--- src/ps2_pkg.sv ---
// PS/2 host port shared definitions: frame size, interval counts, data and state types
package ps2_pkg;

  // ---------------------------------------------------------
  // frame layout
  // ---------------------------------------------------------

  // start bit, eight data bits, odd parity and stop bit
  localparam int FRAME_BITS = 11;

  // wide enough to count up to FRAME_BITS
  localparam int BIT_COUNT_W = 4;

  // ---------------------------------------------------------
  // fixed intervals for a 250 MHz system clock
  // ---------------------------------------------------------

  // 60 us of clock-line inhibit before a host write
  localparam int INHIBIT_CYCLES = 15000;

  // 5 us settle time before a transmit sample edge is trusted
  localparam int DEBOUNCE_CYCLES = 1250;

  // a quiet line for this long drops a partial receive frame
  localparam int WATCHDOG_CYCLES = 15000;

  // the interval timer counter must hold the largest interval above
  localparam int TIMER_W = 14;

  // ---------------------------------------------------------
  // data and state types
  // ---------------------------------------------------------

  // one byte as it travels over the PS/2 lines
  typedef logic [7:0] scan_code_t;

  // receiver follows the device clock with one marker cycle per edge
  typedef enum logic [1:0] {
    RX_CLK_HIGH,
    RX_FALL_MARK,
    RX_CLK_LOW,
    RX_RISE_MARK
  } rx_state_e;

  // transmitter walks a host write from inhibit to acknowledge check
  typedef enum logic [3:0] {
    TX_IDLE,
    TX_LOAD,
    TX_INHIBIT,
    TX_START,
    TX_WAIT_HIGH,
    TX_RISE_MARK,
    TX_CLK_HIGH,
    TX_CLK_LOW,
    TX_WAIT_ACK,
    TX_RECOVER,
    TX_NO_ACK
  } tx_state_e;

endpackage
--- src/ps2_line_if.sv ---
// PS/2 line bundle: synchronized line samples and transmit drive-low requests
`timescale 1ns/1ps

interface ps2_line_if;

  // synchronized copies of the two open-drain lines
  logic clk_s;
  logic data_s;

  // drive-low requests from the transmitter, a high value pulls the line
  logic clk_pull;
  logic data_pull;

  // the transmitter owns the lines whenever this is high
  logic tx_active;

  // front end samples the pads and turns the requests into pulls
  modport frontend (
    output clk_s,
    output data_s,
    input  clk_pull,
    input  data_pull
  );

  // receiver only watches the lines
  modport receiver (
    input clk_s,
    input data_s,
    input tx_active
  );

  // transmitter watches the lines and asks for them to be pulled
  modport transmitter (
    input  clk_s,
    input  data_s,
    output clk_pull,
    output data_pull,
    output tx_active
  );

endinterface

--- src/ps2_host_port.sv ---
// PS/2 host port top level: joins the line front end, receiver and transmitter
`timescale 1ns/1ps

module ps2_host_port (
  input  logic       clk,
  input  logic       reset,
  // PS/2 pads, the pulls drive open-drain buffers
  input  logic       ps2_clk_i,
  input  logic       ps2_data_i,
  output logic       ps2_clk_pull_o,
  output logic       ps2_data_pull_o,
  // receive side toward the host
  output logic [7:0] rx_code_o,
  output logic       rx_ready_o,
  input  logic       rx_read_i,
  // transmit side from the host
  input  logic [7:0] tx_data_i,
  input  logic       tx_write_i,
  output logic       tx_ack_o,
  output logic       tx_error_o
);

  // samples go out to both engines, pulls come back from the transmitter
  ps2_line_if line ();

  // ---------------------------------------------------------
  // line front end
  // ---------------------------------------------------------

  ps2_line_frontend i_frontend (
    .clk             (clk),
    .reset           (reset),
    .ps2_clk_i       (ps2_clk_i),
    .ps2_data_i      (ps2_data_i),
    .ps2_clk_pull_o  (ps2_clk_pull_o),
    .ps2_data_pull_o (ps2_data_pull_o),
    .line            (line.frontend)
  );

  // ---------------------------------------------------------
  // receive and transmit engines
  // ---------------------------------------------------------

  // both watch the same samples; a transmit in progress cancels a receive
  ps2_receiver i_receiver (
    .clk        (clk),
    .reset      (reset),
    .line       (line.receiver),
    .rx_read_i  (rx_read_i),
    .rx_code_o  (rx_code_o),
    .rx_ready_o (rx_ready_o)
  );

  ps2_transmitter i_transmitter (
    .clk        (clk),
    .reset      (reset),
    .line       (line.transmitter),
    .tx_write_i (tx_write_i),
    .tx_data_i  (tx_data_i),
    .tx_ack_o   (tx_ack_o),
    .tx_error_o (tx_error_o)
  );

endmodule

--- src/ps2_transmitter.sv ---
// PS/2 transmitter: runs a host write through inhibit, start, bit shifting and the acknowledge check
`timescale 1ns/1ps

module ps2_transmitter (
  input  logic                clk,
  input  logic                reset,
  ps2_line_if.transmitter     line,
  input  logic                tx_write_i,
  input  ps2_pkg::scan_code_t tx_data_i,
  output logic                tx_ack_o,
  output logic                tx_error_o
);

  ps2_pkg::tx_state_e state_q;
  ps2_pkg::tx_state_e state_d;

  logic [ps2_pkg::BIT_COUNT_W-1:0] bit_count_q;
  logic [ps2_pkg::FRAME_BITS-1:0]  shift_q;
  logic                            parity;
  logic                            rise_mark;
  logic                            bits_sent;
  logic                            inhibit_run;
  logic                            inhibit_done;
  logic                            debounce_run;
  logic                            debounce_done;

  // ---------------------------------------------------------
  // host handshake and frame load
  // ---------------------------------------------------------

  // a write is taken only from idle, and the same cycle loads the frame
  assign tx_ack_o = tx_write_i && (state_q == ps2_pkg::TX_IDLE);

  // odd parity makes the nine bits after the start bit hold an odd count of ones
  assign parity = ~^tx_data_i;

  // bit 0 is the bit currently on the line, released ones fill in from the top
  always_ff @(posedge clk)
  begin
    if (tx_ack_o)
      shift_q <= {1'b1, parity, tx_data_i, 1'b0};
    else if (rise_mark)
      shift_q <= {1'b1, shift_q[ps2_pkg::FRAME_BITS-1:1]};
  end

  // ---------------------------------------------------------
  // timers
  // ---------------------------------------------------------

  // the TX_LOAD cycle keeps this low, so the inhibit always starts from zero
  assign inhibit_run  = (state_q == ps2_pkg::TX_INHIBIT);
  assign debounce_run = (state_q == ps2_pkg::TX_START) || (state_q == ps2_pkg::TX_WAIT_HIGH);

  ps2_interval_timer #(
    .LIMIT (ps2_pkg::INHIBIT_CYCLES)
  ) i_inhibit_timer (
    .clk    (clk),
    .reset  (reset),
    .run_i  (inhibit_run),
    .done_o (inhibit_done)
  );

  ps2_interval_timer #(
    .LIMIT (ps2_pkg::DEBOUNCE_CYCLES)
  ) i_debounce_timer (
    .clk    (clk),
    .reset  (reset),
    .run_i  (debounce_run),
    .done_o (debounce_done)
  );

  // ---------------------------------------------------------
  // bit counter
  // ---------------------------------------------------------

  assign rise_mark = (state_q == ps2_pkg::TX_RISE_MARK);

  // ten rising edges move the start, data and parity bits out,
  // which leaves the stop bit in place of the released line
  assign bits_sent = (bit_count_q == ps2_pkg::BIT_COUNT_W'(ps2_pkg::FRAME_BITS - 1));

  always_ff @(posedge clk or posedge reset)
  begin
    if (reset)
      bit_count_q <= '0;
    else if (tx_ack_o)
      bit_count_q <= '0;
    else if (rise_mark)
      bit_count_q <= bit_count_q + 1'b1;
  end

  // ---------------------------------------------------------
  // transmit sequencer
  // ---------------------------------------------------------

  always_comb
  begin
    state_d = state_q;
    case (state_q)
      ps2_pkg::TX_IDLE:
      begin
        if (tx_ack_o)
          state_d = ps2_pkg::TX_LOAD;
      end
      ps2_pkg::TX_LOAD: state_d = ps2_pkg::TX_INHIBIT;
      ps2_pkg::TX_INHIBIT:
      begin
        if (inhibit_done)
          state_d = ps2_pkg::TX_START;
      end
      // the clock was only just released and its sample still lags,
      // so the device's first fall counts only after the debounce wait
      ps2_pkg::TX_START:
      begin
        if (!line.clk_s && debounce_done)
          state_d = ps2_pkg::TX_CLK_LOW;
      end
      ps2_pkg::TX_CLK_LOW:
      begin
        if (line.clk_s)
          state_d = ps2_pkg::TX_WAIT_HIGH;
      end
      ps2_pkg::TX_WAIT_HIGH:
      begin
        if (line.clk_s && debounce_done)
          state_d = ps2_pkg::TX_RISE_MARK;
      end
      ps2_pkg::TX_RISE_MARK: state_d = ps2_pkg::TX_CLK_HIGH;
      ps2_pkg::TX_CLK_HIGH:
      begin
        if (bits_sent)
          state_d = ps2_pkg::TX_WAIT_ACK;
        else if (!line.clk_s)
          state_d = ps2_pkg::TX_CLK_LOW;
      end
      // the device answers by holding data low at its next clock fall
      ps2_pkg::TX_WAIT_ACK:
      begin
        if (!line.clk_s && line.data_s)
          state_d = ps2_pkg::TX_NO_ACK;
        else if (!line.clk_s)
          state_d = ps2_pkg::TX_RECOVER;
      end
      ps2_pkg::TX_RECOVER, ps2_pkg::TX_NO_ACK:
      begin
        if (line.clk_s && line.data_s)
          state_d = ps2_pkg::TX_IDLE;
      end
      default: state_d = ps2_pkg::TX_IDLE;
    endcase
  end

  always_ff @(posedge clk or posedge reset)
  begin
    if (reset)
      state_q <= ps2_pkg::TX_IDLE;
    else
      state_q <= state_d;
  end

  // ---------------------------------------------------------
  // line requests and status
  // ---------------------------------------------------------

  // clock inhibit covers the load cycle and the whole timed interval
  assign line.clk_pull = (state_q == ps2_pkg::TX_LOAD) || (state_q == ps2_pkg::TX_INHIBIT);

  // a zero bit pulls data low, a one bit leaves it to the pull-up
  always_comb
  begin
    case (state_q)
      ps2_pkg::TX_START: line.data_pull = 1'b1;
      ps2_pkg::TX_CLK_LOW,
      ps2_pkg::TX_WAIT_HIGH,
      ps2_pkg::TX_RISE_MARK,
      ps2_pkg::TX_CLK_HIGH: line.data_pull = !shift_q[0];
      default: line.data_pull = 1'b0;
    endcase
  end

  assign line.tx_active = (state_q != ps2_pkg::TX_IDLE);

  // error stays up until the device lets both lines go high again
  assign tx_error_o = (state_q == ps2_pkg::TX_NO_ACK);

endmodule

--- src/ps2_receiver.sv ---
// PS/2 receiver: tracks device clock edges, shifts in frames and presents bytes through ready/read
`timescale 1ns/1ps

module ps2_receiver (
  input  logic                clk,
  input  logic                reset,
  ps2_line_if.receiver        line,
  input  logic                rx_read_i,
  output ps2_pkg::scan_code_t rx_code_o,
  output logic                rx_ready_o
);

  ps2_pkg::rx_state_e state_q;
  ps2_pkg::rx_state_e state_d;

  logic [ps2_pkg::BIT_COUNT_W-1:0] bit_count_q;
  logic [ps2_pkg::FRAME_BITS-1:0]  shift_q;
  logic [ps2_pkg::FRAME_BITS-1:0]  shift_d;
  logic                            fall_mark;
  logic                            frame_done;
  logic                            wd_run;
  logic                            wd_done;
  logic                            rx_ready_q;

  // ---------------------------------------------------------
  // edge follower
  // ---------------------------------------------------------

  // each marker state lasts exactly one cycle, which gives a single
  // strobe per device clock edge
  always_comb
  begin
    state_d = state_q;
    case (state_q)
      ps2_pkg::RX_CLK_HIGH:
      begin
        if (!line.clk_s)
          state_d = ps2_pkg::RX_FALL_MARK;
      end
      ps2_pkg::RX_FALL_MARK: state_d = ps2_pkg::RX_CLK_LOW;
      ps2_pkg::RX_CLK_LOW:
      begin
        if (line.clk_s)
          state_d = ps2_pkg::RX_RISE_MARK;
      end
      ps2_pkg::RX_RISE_MARK: state_d = ps2_pkg::RX_CLK_HIGH;
      default: state_d = ps2_pkg::RX_CLK_HIGH;
    endcase
  end

  always_ff @(posedge clk or posedge reset)
  begin
    if (reset)
      state_q <= ps2_pkg::RX_CLK_HIGH;
    else
      state_q <= state_d;
  end

  // the device changes data while its clock is high, so the falling edge
  // is the point where data is stable and gets sampled
  assign fall_mark = (state_q == ps2_pkg::RX_FALL_MARK);

  // ---------------------------------------------------------
  // watchdog
  // ---------------------------------------------------------

  // the timer only runs while the clock is steady and restarts on every edge
  assign wd_run = (state_q == ps2_pkg::RX_CLK_HIGH) || (state_q == ps2_pkg::RX_CLK_LOW);

  ps2_interval_timer #(
    .LIMIT (ps2_pkg::WATCHDOG_CYCLES)
  ) i_watchdog (
    .clk    (clk),
    .reset  (reset),
    .run_i  (wd_run),
    .done_o (wd_done)
  );

  // ---------------------------------------------------------
  // shift register and bit counter
  // ---------------------------------------------------------

  // new bits enter at the top, so after eleven shifts the start bit
  // sits at bit 0 and the data byte occupies bits 8 down to 1
  assign shift_d = {line.data_s, shift_q[ps2_pkg::FRAME_BITS-1:1]};

  // the eleventh marker closes the frame, unless the host has taken the lines
  assign frame_done = fall_mark && !line.tx_active &&
                      (bit_count_q == ps2_pkg::BIT_COUNT_W'(ps2_pkg::FRAME_BITS - 1));

  always_ff @(posedge clk or posedge reset)
  begin
    if (reset)
      bit_count_q <= '0;
    // a host write aborts whatever was partially received
    else if (line.tx_active || frame_done)
      bit_count_q <= '0;
    // a long quiet line with the clock high means the device gave up mid frame
    else if (wd_done && (state_q == ps2_pkg::RX_CLK_HIGH) && line.clk_s)
      bit_count_q <= '0;
    else if (fall_mark)
      bit_count_q <= bit_count_q + 1'b1;
  end

  // frame bits and the captured byte are plain data
  always_ff @(posedge clk)
  begin
    if (fall_mark)
      shift_q <= shift_d;
    if (frame_done)
      rx_code_o <= shift_d[8:1];
  end

  // ---------------------------------------------------------
  // ready/read handshake
  // ---------------------------------------------------------

  // a completed frame wins over a read in the same cycle, so an overwrite
  // under back-pressure never loses the ready flag
  always_ff @(posedge clk or posedge reset)
  begin
    if (reset)
      rx_ready_q <= 1'b0;
    else if (frame_done)
      rx_ready_q <= 1'b1;
    else if (rx_read_i)
      rx_ready_q <= 1'b0;
  end

  assign rx_ready_o = rx_ready_q;

endmodule

--- src/ps2_line_frontend.sv ---
// PS/2 line front end: synchronizes both lines and maps drive requests onto open-drain pulls
`timescale 1ns/1ps

module ps2_line_frontend (
  input  logic         clk,
  input  logic         reset,
  input  logic         ps2_clk_i,
  input  logic         ps2_data_i,
  output logic         ps2_clk_pull_o,
  output logic         ps2_data_pull_o,
  ps2_line_if.frontend line
);

  // ---------------------------------------------------------
  // input synchronizers
  // ---------------------------------------------------------

  // bit 0 is the metastable stage, bit 1 is the clean sample
  logic [1:0] clk_sync_q;
  logic [1:0] data_sync_q;

  // both stages come out of reset at the idle level of the bus,
  // so the receiver sees no false falling edge once reset lifts
  always_ff @(posedge clk or posedge reset)
  begin
    if (reset)
    begin
      clk_sync_q  <= 2'b11;
      data_sync_q <= 2'b11;
    end
    else
    begin
      clk_sync_q  <= {clk_sync_q[0], ps2_clk_i};
      data_sync_q <= {data_sync_q[0], ps2_data_i};
    end
  end

  // a line change shows up here two clocks later
  assign line.clk_s  = clk_sync_q[1];
  assign line.data_s = data_sync_q[1];

  // ---------------------------------------------------------
  // open-drain drive
  // ---------------------------------------------------------

  // the pad pulls low while a request is up and floats otherwise,
  // the external pull-up brings the line back high;
  // nothing is registered here so a line is released the moment
  // the transmitter drops its request
  assign ps2_clk_pull_o  = line.clk_pull;
  assign ps2_data_pull_o = line.data_pull;

endmodule

--- src/ps2_interval_timer.sv ---
// Interval timer: counts while enabled and flags once a fixed number of clocks has elapsed
`timescale 1ns/1ps

module ps2_interval_timer #(
  parameter int LIMIT = 16
) (
  input  logic clk,
  input  logic reset,
  input  logic run_i,
  output logic done_o
);

  logic [ps2_pkg::TIMER_W-1:0] count_q;

  // done is a pure decode of the count, so it holds as long as run stays high
  assign done_o = (count_q == ps2_pkg::TIMER_W'(LIMIT));

  // the count restarts from zero every time run drops,
  // and it parks at LIMIT instead of wrapping around
  always_ff @(posedge clk or posedge reset)
  begin
    if (reset)
    begin
      count_q <= '0;
    end
    else if (!run_i)
    begin
      count_q <= '0;
    end
    else if (!done_o)
    begin
      count_q <= count_q + 1'b1;
    end
  end

endmodule

--- config.mk ---
export PLATFORM = sky130hd
export DESIGN_NAME = ps2_host_port
export DESIGN_NICKNAME = d
export VERILOG_FILES = /design/src/ps2_pkg.sv /design/src/ps2_line_if.sv /design/src/ps2_host_port.sv /design/src/ps2_transmitter.sv /design/src/ps2_receiver.sv /design/src/ps2_line_frontend.sv /design/src/ps2_interval_timer.sv
export SDC_FILE = /design/constraint.sdc
export NUM_CORES = 1
export LEC_CHECK = 0
export BUFFER_PORTS_ARGS = -buffer_cell sky130_fd_sc_hd__clkbuf_2
export CAP_MARGIN = 40
export CELL_PAD_IN_SITES_DETAIL_PLACEMENT = 0
export CELL_PAD_IN_SITES_GLOBAL_PLACEMENT = 2
export CORE_MARGIN = 4
export CORE_UTILIZATION = 43
export CTS_CLUSTER_DIAMETER = 200
export DETAILED_ROUTE_END_ITERATION = 12
export PLACE_DENSITY = 0.89
export SYNTH_ARGS = -nofsm -noshare
export SYNTH_HDL_FRONTEND = slang
export SYNTH_SLANG_ARGS = --single-unit
--- constraint.sdc ---
create_clock -name clk -period 3.35 [get_ports clk]
set_input_delay 0.5025 -clock clk [delete_from_list [all_inputs] [get_ports clk]]
set_output_delay 0.5025 -clock clk [all_outputs]
set_load 0.05 [all_outputs]
==> impl_metrics.json, run 1 <==
{
  "p_int_mw": 2.03,
  "ant_nets": 0,
  "final_nets": 451,
  "ir_drop_mv": 0.397,
  "cp-end-kind": "output pin",
  "ctsHtreeMaxLevel": 3,
  "synth-compound-area-share_pct": 9.87,
  "initial_core_util_pct": 43.9,
  "final_cell_mix": "57 x dfrtp_1, 44 x nor2_1, 26 x nand2_1, 26 x edfxtp_1, 26 x clkbuf_2",
  "syn_avg_cell_area_sq_um": 10.8,
  "dr.pass1.iters": 4,
  "switchingPower_mw": 1.04,
  "finalCritPeriodShare_pct": 82.0,
  "seqPwrFrac_pct": 49.0,
  "slew_headroom_pct": 59.8,
  "synthMuxAreaShare_pct": 1.06,
  "ys_types": 56,
  "power_frac_clock_pct": 26.3,
  "p_sw_share_pct": 34.0,
  "coreArea_sq_um": 9680,
  "clk_latency_ps": 360,
  "cp_max_fo": 16,
  "max_freq_mhz": 364,
  "cts_hold_buffers": 0,
  "crit_type": "reg -> out",
  "postCtsSetupRepairBufs": 0,
  "drive_gt1_share_pct": 13.8,
  "p_leak_nw": 1.96,
  "final_common_cell": "dfrtp_1",
  "arrival_ps": 2250,
  "num_vias": 2921,
  "grt_pass1_wl_microns": 13900,
  "synthAdderAreaFrac_pct": 4.12,
  "totalWireLength_microns": 7760,
  "cts.repair.resized": 0,
  "grt_setup_unrepaired": "no",
  "yosysSeqAreaShare_pct": 54.9,
  "via_per_inst": 5.21,
  "start_kind": "flop",
  "yosysWarnings": 0,
  "drc_errors": 0,
  "hpwlAfterDp_microns": 5350,
  "synth_edf_count": 26,
  "synth_top_family_by_area": "simple AND/OR/NAND/NOR gates",
  "synth_nets": 422,
  "synth_area_sq_um": 4250,
  "timing.setup.tns_ps": 0,
  "synthSimpleGateAreaFrac_pct": 19.7,
  "avgRoutedWirePerCell_microns": 13.8,
  "clock_sinks": 88,
  "hold_viol": 0,
  "first_iter_violations": 97,
  "p_per_area_nw_per_um2": 645,
  "slew_violations": 0,
  "row_count": 36,
  "place_congestion": 0.789,
  "grt.overflow.total": 0,
  "p_comb_share_pct": 24.7,
  "setup_viol": 0,
  "antenna_cells_inserted": 0,
  "nFillCells": 897,
  "cts_inserted_buffers": 9,
  "tritoncts": "done",
  "die_area_sq_um": 11500,
  "clock_skew_ps": 13.5,
  "period_needed_ps": 2750,
  "grt_use_total_pct": 15.0,
  "area_growth_pct": 12.1,
  "antenna_found_initial": 0,
  "clkSlewWorstSetupHoldPaths_ps": 100,
  "die_width_microns": 107,
  "synth_cells": 394,
  "grt_max_degree": 39,
  "grt_pass1_vias": 2967,
  "drv_cap": 0,
  "io_buffer_count": 26,
  "worstHoldPathType": "in -> async",
  "synth-seq-cells": 88,
  "die_h_microns": 107,
  "fin_util_pct": 49.1,
  "yosys.area_share.xor_xnor_pct": 7.42,
  "async_reset_ff_share_pct": 69.3,
  "synth_flop_cell": "dfrtp_1",
  "tightest_slew_ps": 601,
  "cts-root-buf": "clkbuf_8",
  "status": "completed",
  "ioPinCount": 27,
  "cts.path.max_buffers": 2,
  "cp.required_ps": 2850
}
==> routing by layer <==
layer,part of all wire [%],track usage (%)
met1,49,20.2
met2,46,23.5
met3,3.2,4.20
met4,1.5,4.78
met5,0,0
==> worst max-delay path, stage by stage, from the launching register on <==
cell and delay, ps:
dfrtp_1 550, nor4_1 450, nand2_1 220, inv_1 320, clkbuf_2 350
==> through the flow <==
stage / cells / power, mW / cell area [sq um] / hold WS, ps / setup slack (ps)
3_3_place_gp: 543 / 2.26 / 4510 / 346 / 1030
2_1_floorplan: 394 / 2.07 / 4250 / 345 / 911
5_1_grt: 561 / 3.28 / 4760 / 156 / 410
4_1_cts: 561 / 3.10 / 4760 / 162 / 571
3_5_place_dp: 545 / 2.29 / 4540 / 347 / 977
6_report: 561 / 3.07 / 4760 / 158 / 602
==> kinds of logic (layout without fill, tap and decap cells) <==
family | count (synthesis) | count (layout)
buffers and inverters | 32 | 66
adder cells (fa/ha/maj) | 14 | 14
flip-flops | 88 | 88
AO/OA/AOI/OAI | 67 | 67
AND/OR/NAND/NOR | 153 | 153
multiplexers | 4 | 4
XOR/XNOR | 36 | 36
==> synthesized netlist by cell type, drive strengths merged, types with 3 or more instances <==
library cell | number | share of area (%)
a21oi | 20 | 2.4
buf | 4 | 0.44
nand2b | 5 | 0.74
and3b | 3 | 0.62
nand3 | 15 | 1.8
dfstp | 4 | 2.5
a211oi | 3 | 0.53
edfxtp | 26 | 18
nor2 | 44 | 3.9
ha | 14 | 4.1
nor4b | 3 | 0.62
nand2 | 26 | 2.3
inv | 20 | 1.8
nor4 | 3 | 0.80
o21ai | 22 | 2.6
nor3b | 3 | 0.53
clkbuf | 8 | 0.71
mux2i | 3 | 0.71
nand4b | 3 | 0.62
nand4 | 10 | 1.5
nor3 | 5 | 0.59
nand3b | 5 | 0.88
xnor2 | 18 | 3.7
a22o | 8 | 1.7
dfrtp | 57 | 34
xor2 | 18 | 3.7
or3 | 12 | 1.8
==> power groups by stage <==
stage                     logic, mW  registers, mW  clock network (mW)
final                         0.759           1.50               0.808
after floorplan               0.620           1.45                   0
after detailed placement      0.765           1.52                   0
after global placement        0.740           1.52                   0
after CTS                     0.770           1.50               0.828
after global routing          0.873           1.53               0.879
==> layout make-up <==
cell class / count / area [sq um] / share of cell area [%]
clock inverter: 7 / 97.6 / 2.05
inverter: 20 / 75.1 / 1.58
multi-input combinational: 274 / 1790 / 37.6
tap: 133 / 166 / 3.50
clock buffer: 9 / 124 / 2.60
sequential: 88 / 2330 / 49.0
timing repair buffer: 30 / 173 / 3.63
==> worst paths after layout <==
check / startpoint / to / slack, ps / cells past startpoint
min: reset / i_transmitter.bit_count_q[2] / 160 / 3
max in group asynchronous: reset / i_transmitter.i_inhibit_timer.count_q[13] / 2900 / 3
max reg2reg: i_transmitter.state_q[3] / i_transmitter.state_q[0] / 1080 / 5
max: i_transmitter.state_q[1] / tx_ack_o / 600 / 4
min reg2reg: i_frontend.data_sync_q[0] / i_frontend.data_sync_q[1] / 360 / 0
min in group clk: ps2_clk_i / i_frontend.clk_sync_q[0] / 210 / 1
==> registers in the layout, summed over array words and instances (netlist names) <==
signal,count
i_receiver.i_watchdog.count_q,14
i_transmitter.shift_q,10
i_transmitter.state_q,4
i_frontend.data_sync_q,2
i_transmitter.bit_count_q,4
i_receiver.rx_code_o,8
i_receiver.bit_count_q,4
i_transmitter.i_inhibit_timer.count_q,14
i_transmitter.i_debounce_timer.count_q,14
i_receiver.shift_q,9
i_receiver.rx_ready_o,1
i_frontend.clk_sync_q,2
i_receiver.state_q,2
(Power assumes the default switching activity.)
==> run 2: changes to the inputs <==
--- a/config.mk
+++ b/config.mk
@@ -10,10 +10,10 @@
 export CELL_PAD_IN_SITES_DETAIL_PLACEMENT = 0
 export CELL_PAD_IN_SITES_GLOBAL_PLACEMENT = 2
 export CORE_MARGIN = 4
-export CORE_UTILIZATION = 43
+export CORE_UTILIZATION = 40
 export CTS_CLUSTER_DIAMETER = 200
 export DETAILED_ROUTE_END_ITERATION = 12
-export PLACE_DENSITY = 0.89
+export PLACE_DENSITY = 0.84
 export SYNTH_ARGS = -nofsm -noshare
 export SYNTH_HDL_FRONTEND = slang
 export SYNTH_SLANG_ARGS = --single-unit
==> constraint.sdc (replaced) <==
create_clock -name clk -period 2.75 [get_ports clk]
set_input_delay 0.4125 -clock clk [delete_from_list [all_inputs] [get_ports clk]]
set_output_delay 0.4125 -clock clk [all_outputs]
set_load 0.05 [all_outputs]
==> run 2 against run 1 <==
- total power is 18% higher
- critical endpoint unchanged
- count of clock-buffer cells in the layout is 1 higher
- critical path type unchanged
- critical path depth stayed put
- worst hold slack worse by 26 ps
==> impl_metrics.json, run 2 (same netlist as run 1, synthesis figures left out) <==
{
  "status": "completed",
  "grt_pass1_wl_microns": 14200,
  "hp-start": "ps2_data_i",
  "place_congestion": 0.805,
  "cts.repair.resized": 0,
  "initial_core_util_pct": 41.1,
  "antenna_cells_inserted": 0,
  "cp_max_fo": 16,
  "via_per_inst": 5.16,
  "switchingPower_mw": 1.24,
  "power_frac_clock_pct": 24.0,
  "p_comb_share_pct": 25.4,
  "ctsHtreeMaxLevel": 3,
  "rr_endpoint": "i_transmitter.state_q[0]",
  "tritoncts": "done",
  "hpwlAfterDp_microns": 5280,
  "drc_errors": 0,
  "power_mw": 3.62,
  "die_h_microns": 111,
  "area_growth_pct": 11.5,
  "reg_top3": "i_receiver.i_watchdog.count_q (14), i_transmitter.i_debounce_timer.count_q (14), i_transmitter.i_inhibit_timer.count_q (14)",
  "fin_cells": 566,
  "whs_path_depth": 1,
  "row_count": 37,
  "final_nets": 453,
  "num_vias": 2922,
  "drive_gt1_share_pct": 14.4,
  "start_kind": "flop",
  "antenna_found_initial": 0,
  "p_per_area_nw_per_um2": 765,
  "final_cell_mix": "57 x dfrtp_1, 44 x nor2_1, 26 x nand2_1, 26 x edfxtp_1, 26 x clkbuf_2",
  "io_buffer_count": 26,
  "grt_pass1_vias": 3021,
  "totalWireLength_microns": 7910,
  "ioPinCount": 27,
  "die_area_sq_um": 12300,
  "p_leak_nw": 1.95,
  "clock_sinks": 88,
  "ir_drop_mv": 0.399,
  "period_needed_ps": 2360,
  "hold_slack_ps": 131,
  "final_common_cell": "dfrtp_1",
  "drv_cap": 0,
  "slew_violations": 0,
  "fin_util_pct": 45.9,
  "dr.pass1.iters": 4,
  "dp_cells": 550,
  "cts-root-buf": "clkbuf_8",
  "coreArea_sq_um": 10300,
  "die_width_microns": 111,
  "ant_nets": 0,
  "cp-end-kind": "output pin",
  "min_to": "i_frontend.data_sync_q[0]",
  "grt.overflow.total": 0,
  "reg2regPathDepth": 5,
  "p_sw_share_pct": 34.2,
  "crit_type": "reg -> out",
  "tightest_slew_ps": 776,
  "first_iter_violations": 158,
  "worstHoldPathType": "in -> reg",
  "regToRegStartpoint": "i_transmitter.state_q[3]",
  "grt_max_degree": 62,
  "cts.path.max_buffers": 2,
  "slew_headroom_pct": 48.3,
  "arrival_ps": 1950,
  "clock_skew_ps": 18.2,
  "finalCritPeriodShare_pct": 85.8,
  "clkSlewWorstSetupHoldPaths_ps": 80,
  "timing.setup.tns_ps": 0,
  "avgRoutedWirePerCell_microns": 14.0,
  "grt_setup_unrepaired": "no",
  "setup_viol": 0,
  "p_int_mw": 2.38,
  "cp.required_ps": 2340,
  "grt_use_total_pct": 14.0,
  "hold_viol": 0,
  "postCtsSetupRepairBufs": 0,
  "clk_latency_ps": 370,
  "seqPwrFrac_pct": 50.6,
  "cts_inserted_buffers": 9,
  "max_freq_mhz": 424,
  "regToRegSetupSlack_ps": 590,
  "cts_hold_buffers": 0
}
-- run 2: changes by cell type in the layout (fill, tap and decap cells not counted) --
cell       before  now
buf_4           3    6
inv_6           1    4
inv_8           3    0
buf_12          1    0
bufinv_16       1    0
clkbuf_8        9   10
clkinv_2        0    1
clkinv_8        1    0
nor4_1          2    1
nor4_2          0    1
-- run 2: worst max path at each step --
stage	from	to	slack (ps)
finish	i_transmitter.state_q[1]	tx_ack_o	390
CTS	i_transmitter.state_q[1]	tx_ack_o	230
floorplan	i_transmitter.state_q[1]	ps2_clk_pull_o	400
global placement	i_transmitter.i_inhibit_timer.count_q[2]	i_transmitter.state_q[0]	670
detailed placement	i_transmitter.state_q[1]	tx_ack_o	640
global route	i_transmitter.state_q[1]	tx_ack_o	160
-- run 2: area by class of cell --
cell class                 count  area [sq um]
timing repair buffer          32           175
clock inverter                 6          48.8
tap                          136           170
sequential                    88          2330
inverter                      20          75.1
fill                         990          5590
multi-input combinational    274          1800
clock buffer                  10           138
-- run 2: routing by layer --
| metal | wire length [microns] | track usage (%) | vias to the layer above |
|---|---|---|---|
| met4 | 135 | 5.52 | 0 |
| met5 | 0 | 0 | - |
| met1 | 3900 | 18.8 | 1430 |
| li1 | - | - | 1455 |
| met2 | 3700 | 21.8 | 26 |
| met3 | 179 | 3.44 | 11 |
-- run 2: power groups by stage --
stage | combinational, mW | clock (mW) | sequential (mW)
finish | 0.920 | 0.871 | 1.83
global route | 1.05 | 0.979 | 1.86
CTS | 0.938 | 0.911 | 1.83
detailed placement | 0.931 | 0 | 1.86
global placement | 0.921 | 0 | 1.84
floorplan | 0.755 | 0 | 1.77
-- run 2: critical path, cell delays in order, from the launching register on --
cell and delay (ps):
dfrtp_1 560, nor4_2 430, nand2_1 210, inv_1 110, clkbuf_2 280
-- run 2: per-stage QoR --
| stage | setup WS, ps | area, sq um |
|---|---|---|
| after floorplan | 401 | 4250 |
| after CTS | 227 | 4730 |
| final | 390 | 4740 |
| after detailed placement | 638 | 4540 |
| after global routing | 163 | 4740 |
| after global placement | 673 | 4540 |
==> run 3: changes to the inputs <==
--- a/config.mk
+++ b/config.mk
@@ -7,7 +7,7 @@
 export LEC_CHECK = 0
 export BUFFER_PORTS_ARGS = -buffer_cell sky130_fd_sc_hd__clkbuf_2
 export CAP_MARGIN = 40
-export CELL_PAD_IN_SITES_DETAIL_PLACEMENT = 0
+export CELL_PAD_IN_SITES_DETAIL_PLACEMENT = 2
 export CELL_PAD_IN_SITES_GLOBAL_PLACEMENT = 2
 export CORE_MARGIN = 4
 export CORE_UTILIZATION = 40
==> run 3 against run 2 <==
- combinational power increased by 12%
- total power is 2.8% higher
- global-route usage is 4.5 points higher
- utilization is 0.12 points lower
- final cell count unchanged
- critical path type unchanged
- sequential power up 2%
- maximum frequency is 5.9% lower
- worst hold slack worse by 11 ps
- clock skew is 5.5 ps lower
- largest power group unchanged
- routed wire length grew 38%
- count of clock-buffer cells in the layout up 1
==> impl_metrics.json, run 3 (same netlist as run 1, synthesis figures left out) <==
{
  "status": "completed",
  "worstHoldPathType": "in -> reg",
  "grt_use_total_pct": 18.4,
  "antenna_cells_inserted": 0,
  "p_leak_nw": 1.94,
  "ctsHtreeMaxLevel": 3,
  "via_per_inst": 5.44,
  "drv_cap": 0,
  "place_congestion": 0.805,
  "dr.pass1.iters": 4,
  "ioPinCount": 27,
  "coreArea_sq_um": 10300,
  "num_vias": 3078,
  "die_h_microns": 111,
  "avgRoutedWirePerCell_microns": 19.3,
  "final_common_cell": "dfrtp_1",
  "p_sw_share_pct": 36.1,
  "p_comb_share_pct": 27.6,
  "switchingPower_mw": 1.35,
  "grt_pass1_wl_microns": 18300,
  "max_stage_delay_ps": 580,
  "arrival_ps": 2090,
  "cp_num_cells": 4,
  "crit_family": "simple AND/OR/NAND/NOR gates",
  "rr_endpoint": "i_transmitter.state_q[0]",
  "cts.repair.resized": 1,
  "cts_inserted_buffers": 9,
  "drive_gt1_share_pct": 14.2,
  "seqPwrFrac_pct": 50.1,
  "dp_cells": 550,
  "initial_core_util_pct": 41.1,
  "fin_util_pct": 45.8,
  "fin_cells": 566,
  "regToRegSetupSlack_ps": 460,
  "first_iter_violations": 122,
  "slowest_stage": "dfrtp_1",
  "cts-root-buf": "clkbuf_8",
  "crit_end": "tx_ack_o",
  "clkSlewWorstSetupHoldPaths_ps": 90,
  "hold_slack_ps": 120,
  "antenna_found_initial": 0,
  "setup_viol": 0,
  "hpwlAfterDp_microns": 7520,
  "final_cell_mix": "57 x dfrtp_1, 44 x nor2_1, 26 x nand2_1, 26 x edfxtp_1, 26 x clkbuf_2",
  "cp.required_ps": 2340,
  "area_growth_pct": 11.2,
  "reg_top3": "i_receiver.i_watchdog.count_q (14), i_transmitter.i_debounce_timer.count_q (14), i_transmitter.i_inhibit_timer.count_q (14)",
  "start_kind": "flop",
  "ir_drop_mv": 0.397,
  "cts.path.max_buffers": 2,
  "crit_type": "reg -> out",
  "regToRegStartpoint": "i_transmitter.state_q[3]",
  "grt.overflow.total": 0,
  "slew_headroom_pct": 46.4,
  "die_area_sq_um": 12300,
  "cts_hold_buffers": 0,
  "ant_nets": 0,
  "grt_max_degree": 62,
  "clock_skew_ps": 12.6,
  "critPathLaunch": "i_transmitter.state_q[1]",
  "grt_pass1_vias": 3506,
  "slew_violations": 0,
  "hold_viol": 0,
  "reg2regPathDepth": 5,
  "period_needed_ps": 2510,
  "tightest_slew_ps": 804,
  "io_buffer_count": 26,
  "path_buf_inv": 2,
  "cp_max_fo": 16,
  "hp-start": "ps2_clk_i",
  "cp-end-kind": "output pin",
  "row_count": 37,
  "die_width_microns": 111,
  "postCtsSetupRepairBufs": 0,
  "drc_errors": 0,
  "max_freq_mhz": 399,
  "path_cells": "nor4_2 > nand2_1 > inv_1 > clkbuf_2",
  "power_frac_clock_pct": 22.4,
  "clk_latency_ps": 370,
  "final_nets": 453,
  "grt_setup_unrepaired": "no",
  "tritoncts": "done",
  "timing.setup.tns_ps": 0,
  "p_int_mw": 2.38,
  "p_per_area_nw_per_um2": 789,
  "finalCritPeriodShare_pct": 91.2,
  "clock_sinks": 88,
  "totalWireLength_microns": 10900
}
run 3: worst register-to-register path, cell delays in order (launching register included):
cell      delay [ps]
dfrtp_1          730
nor3b_1          460
a211oi_1         120
o22ai_1          310
and2b_4          260
mux2_4           300
run 3: per-layer routing:
metal / wire length [microns] / track usage (%)
met1: 4730 / 22.7
met2: 5830 / 32.8
met3: 184 / 3.33
met5: 0 / 0
met4: 167 / 5.60
run 3: worst min-delay path by stage:
stage                           endpoint  slack, ps  cells past startpoint
3_3_place_gp   i_frontend.data_sync_q[1]        350                      0
3_5_place_dp    i_frontend.clk_sync_q[1]        350                      0
2_1_floorplan   i_frontend.clk_sync_q[1]        350                      0
4_1_cts         i_frontend.clk_sync_q[0]        110                      1
5_1_grt         i_frontend.clk_sync_q[0]        110                      1
6_report        i_frontend.clk_sync_q[0]        120                      1
run 3: stage by stage:
| step | worst slack (ps) | power (mW) | cell area (sq um) |
|---|---|---|---|
| 6_report | 243 | 3.73 | 4720 |
| 5_1_grt | 76.3 | 3.95 | 4720 |
| 4_1_cts | 189 | 3.76 | 4720 |
| 3_5_place_dp | 413 | 2.89 | 4540 |
| 3_3_place_gp | 673 | 2.77 | 4540 |
| 2_1_floorplan | 401 | 2.53 | 4250 |
run 3: power groups by stage:
stage	registers [mW]	logic, mW	clock network, mW
after floorplan	1.77	0.755	0
after global placement	1.84	0.921	0
after detailed placement	1.88	1.01	0
after CTS	1.87	1.04	0.852
after global routing	1.90	1.14	0.912
final	1.87	1.03	0.833
run 3: cell type report:
class / count / area (sq um)
fill: 1059 / 5600
clock inverter: 5 / 32.5
inverter: 20 / 75.1
tap: 136 / 170
multi-input combinational: 274 / 1800
timing repair buffer: 32 / 175
clock buffer: 11 / 141
sequential: 88 / 2330
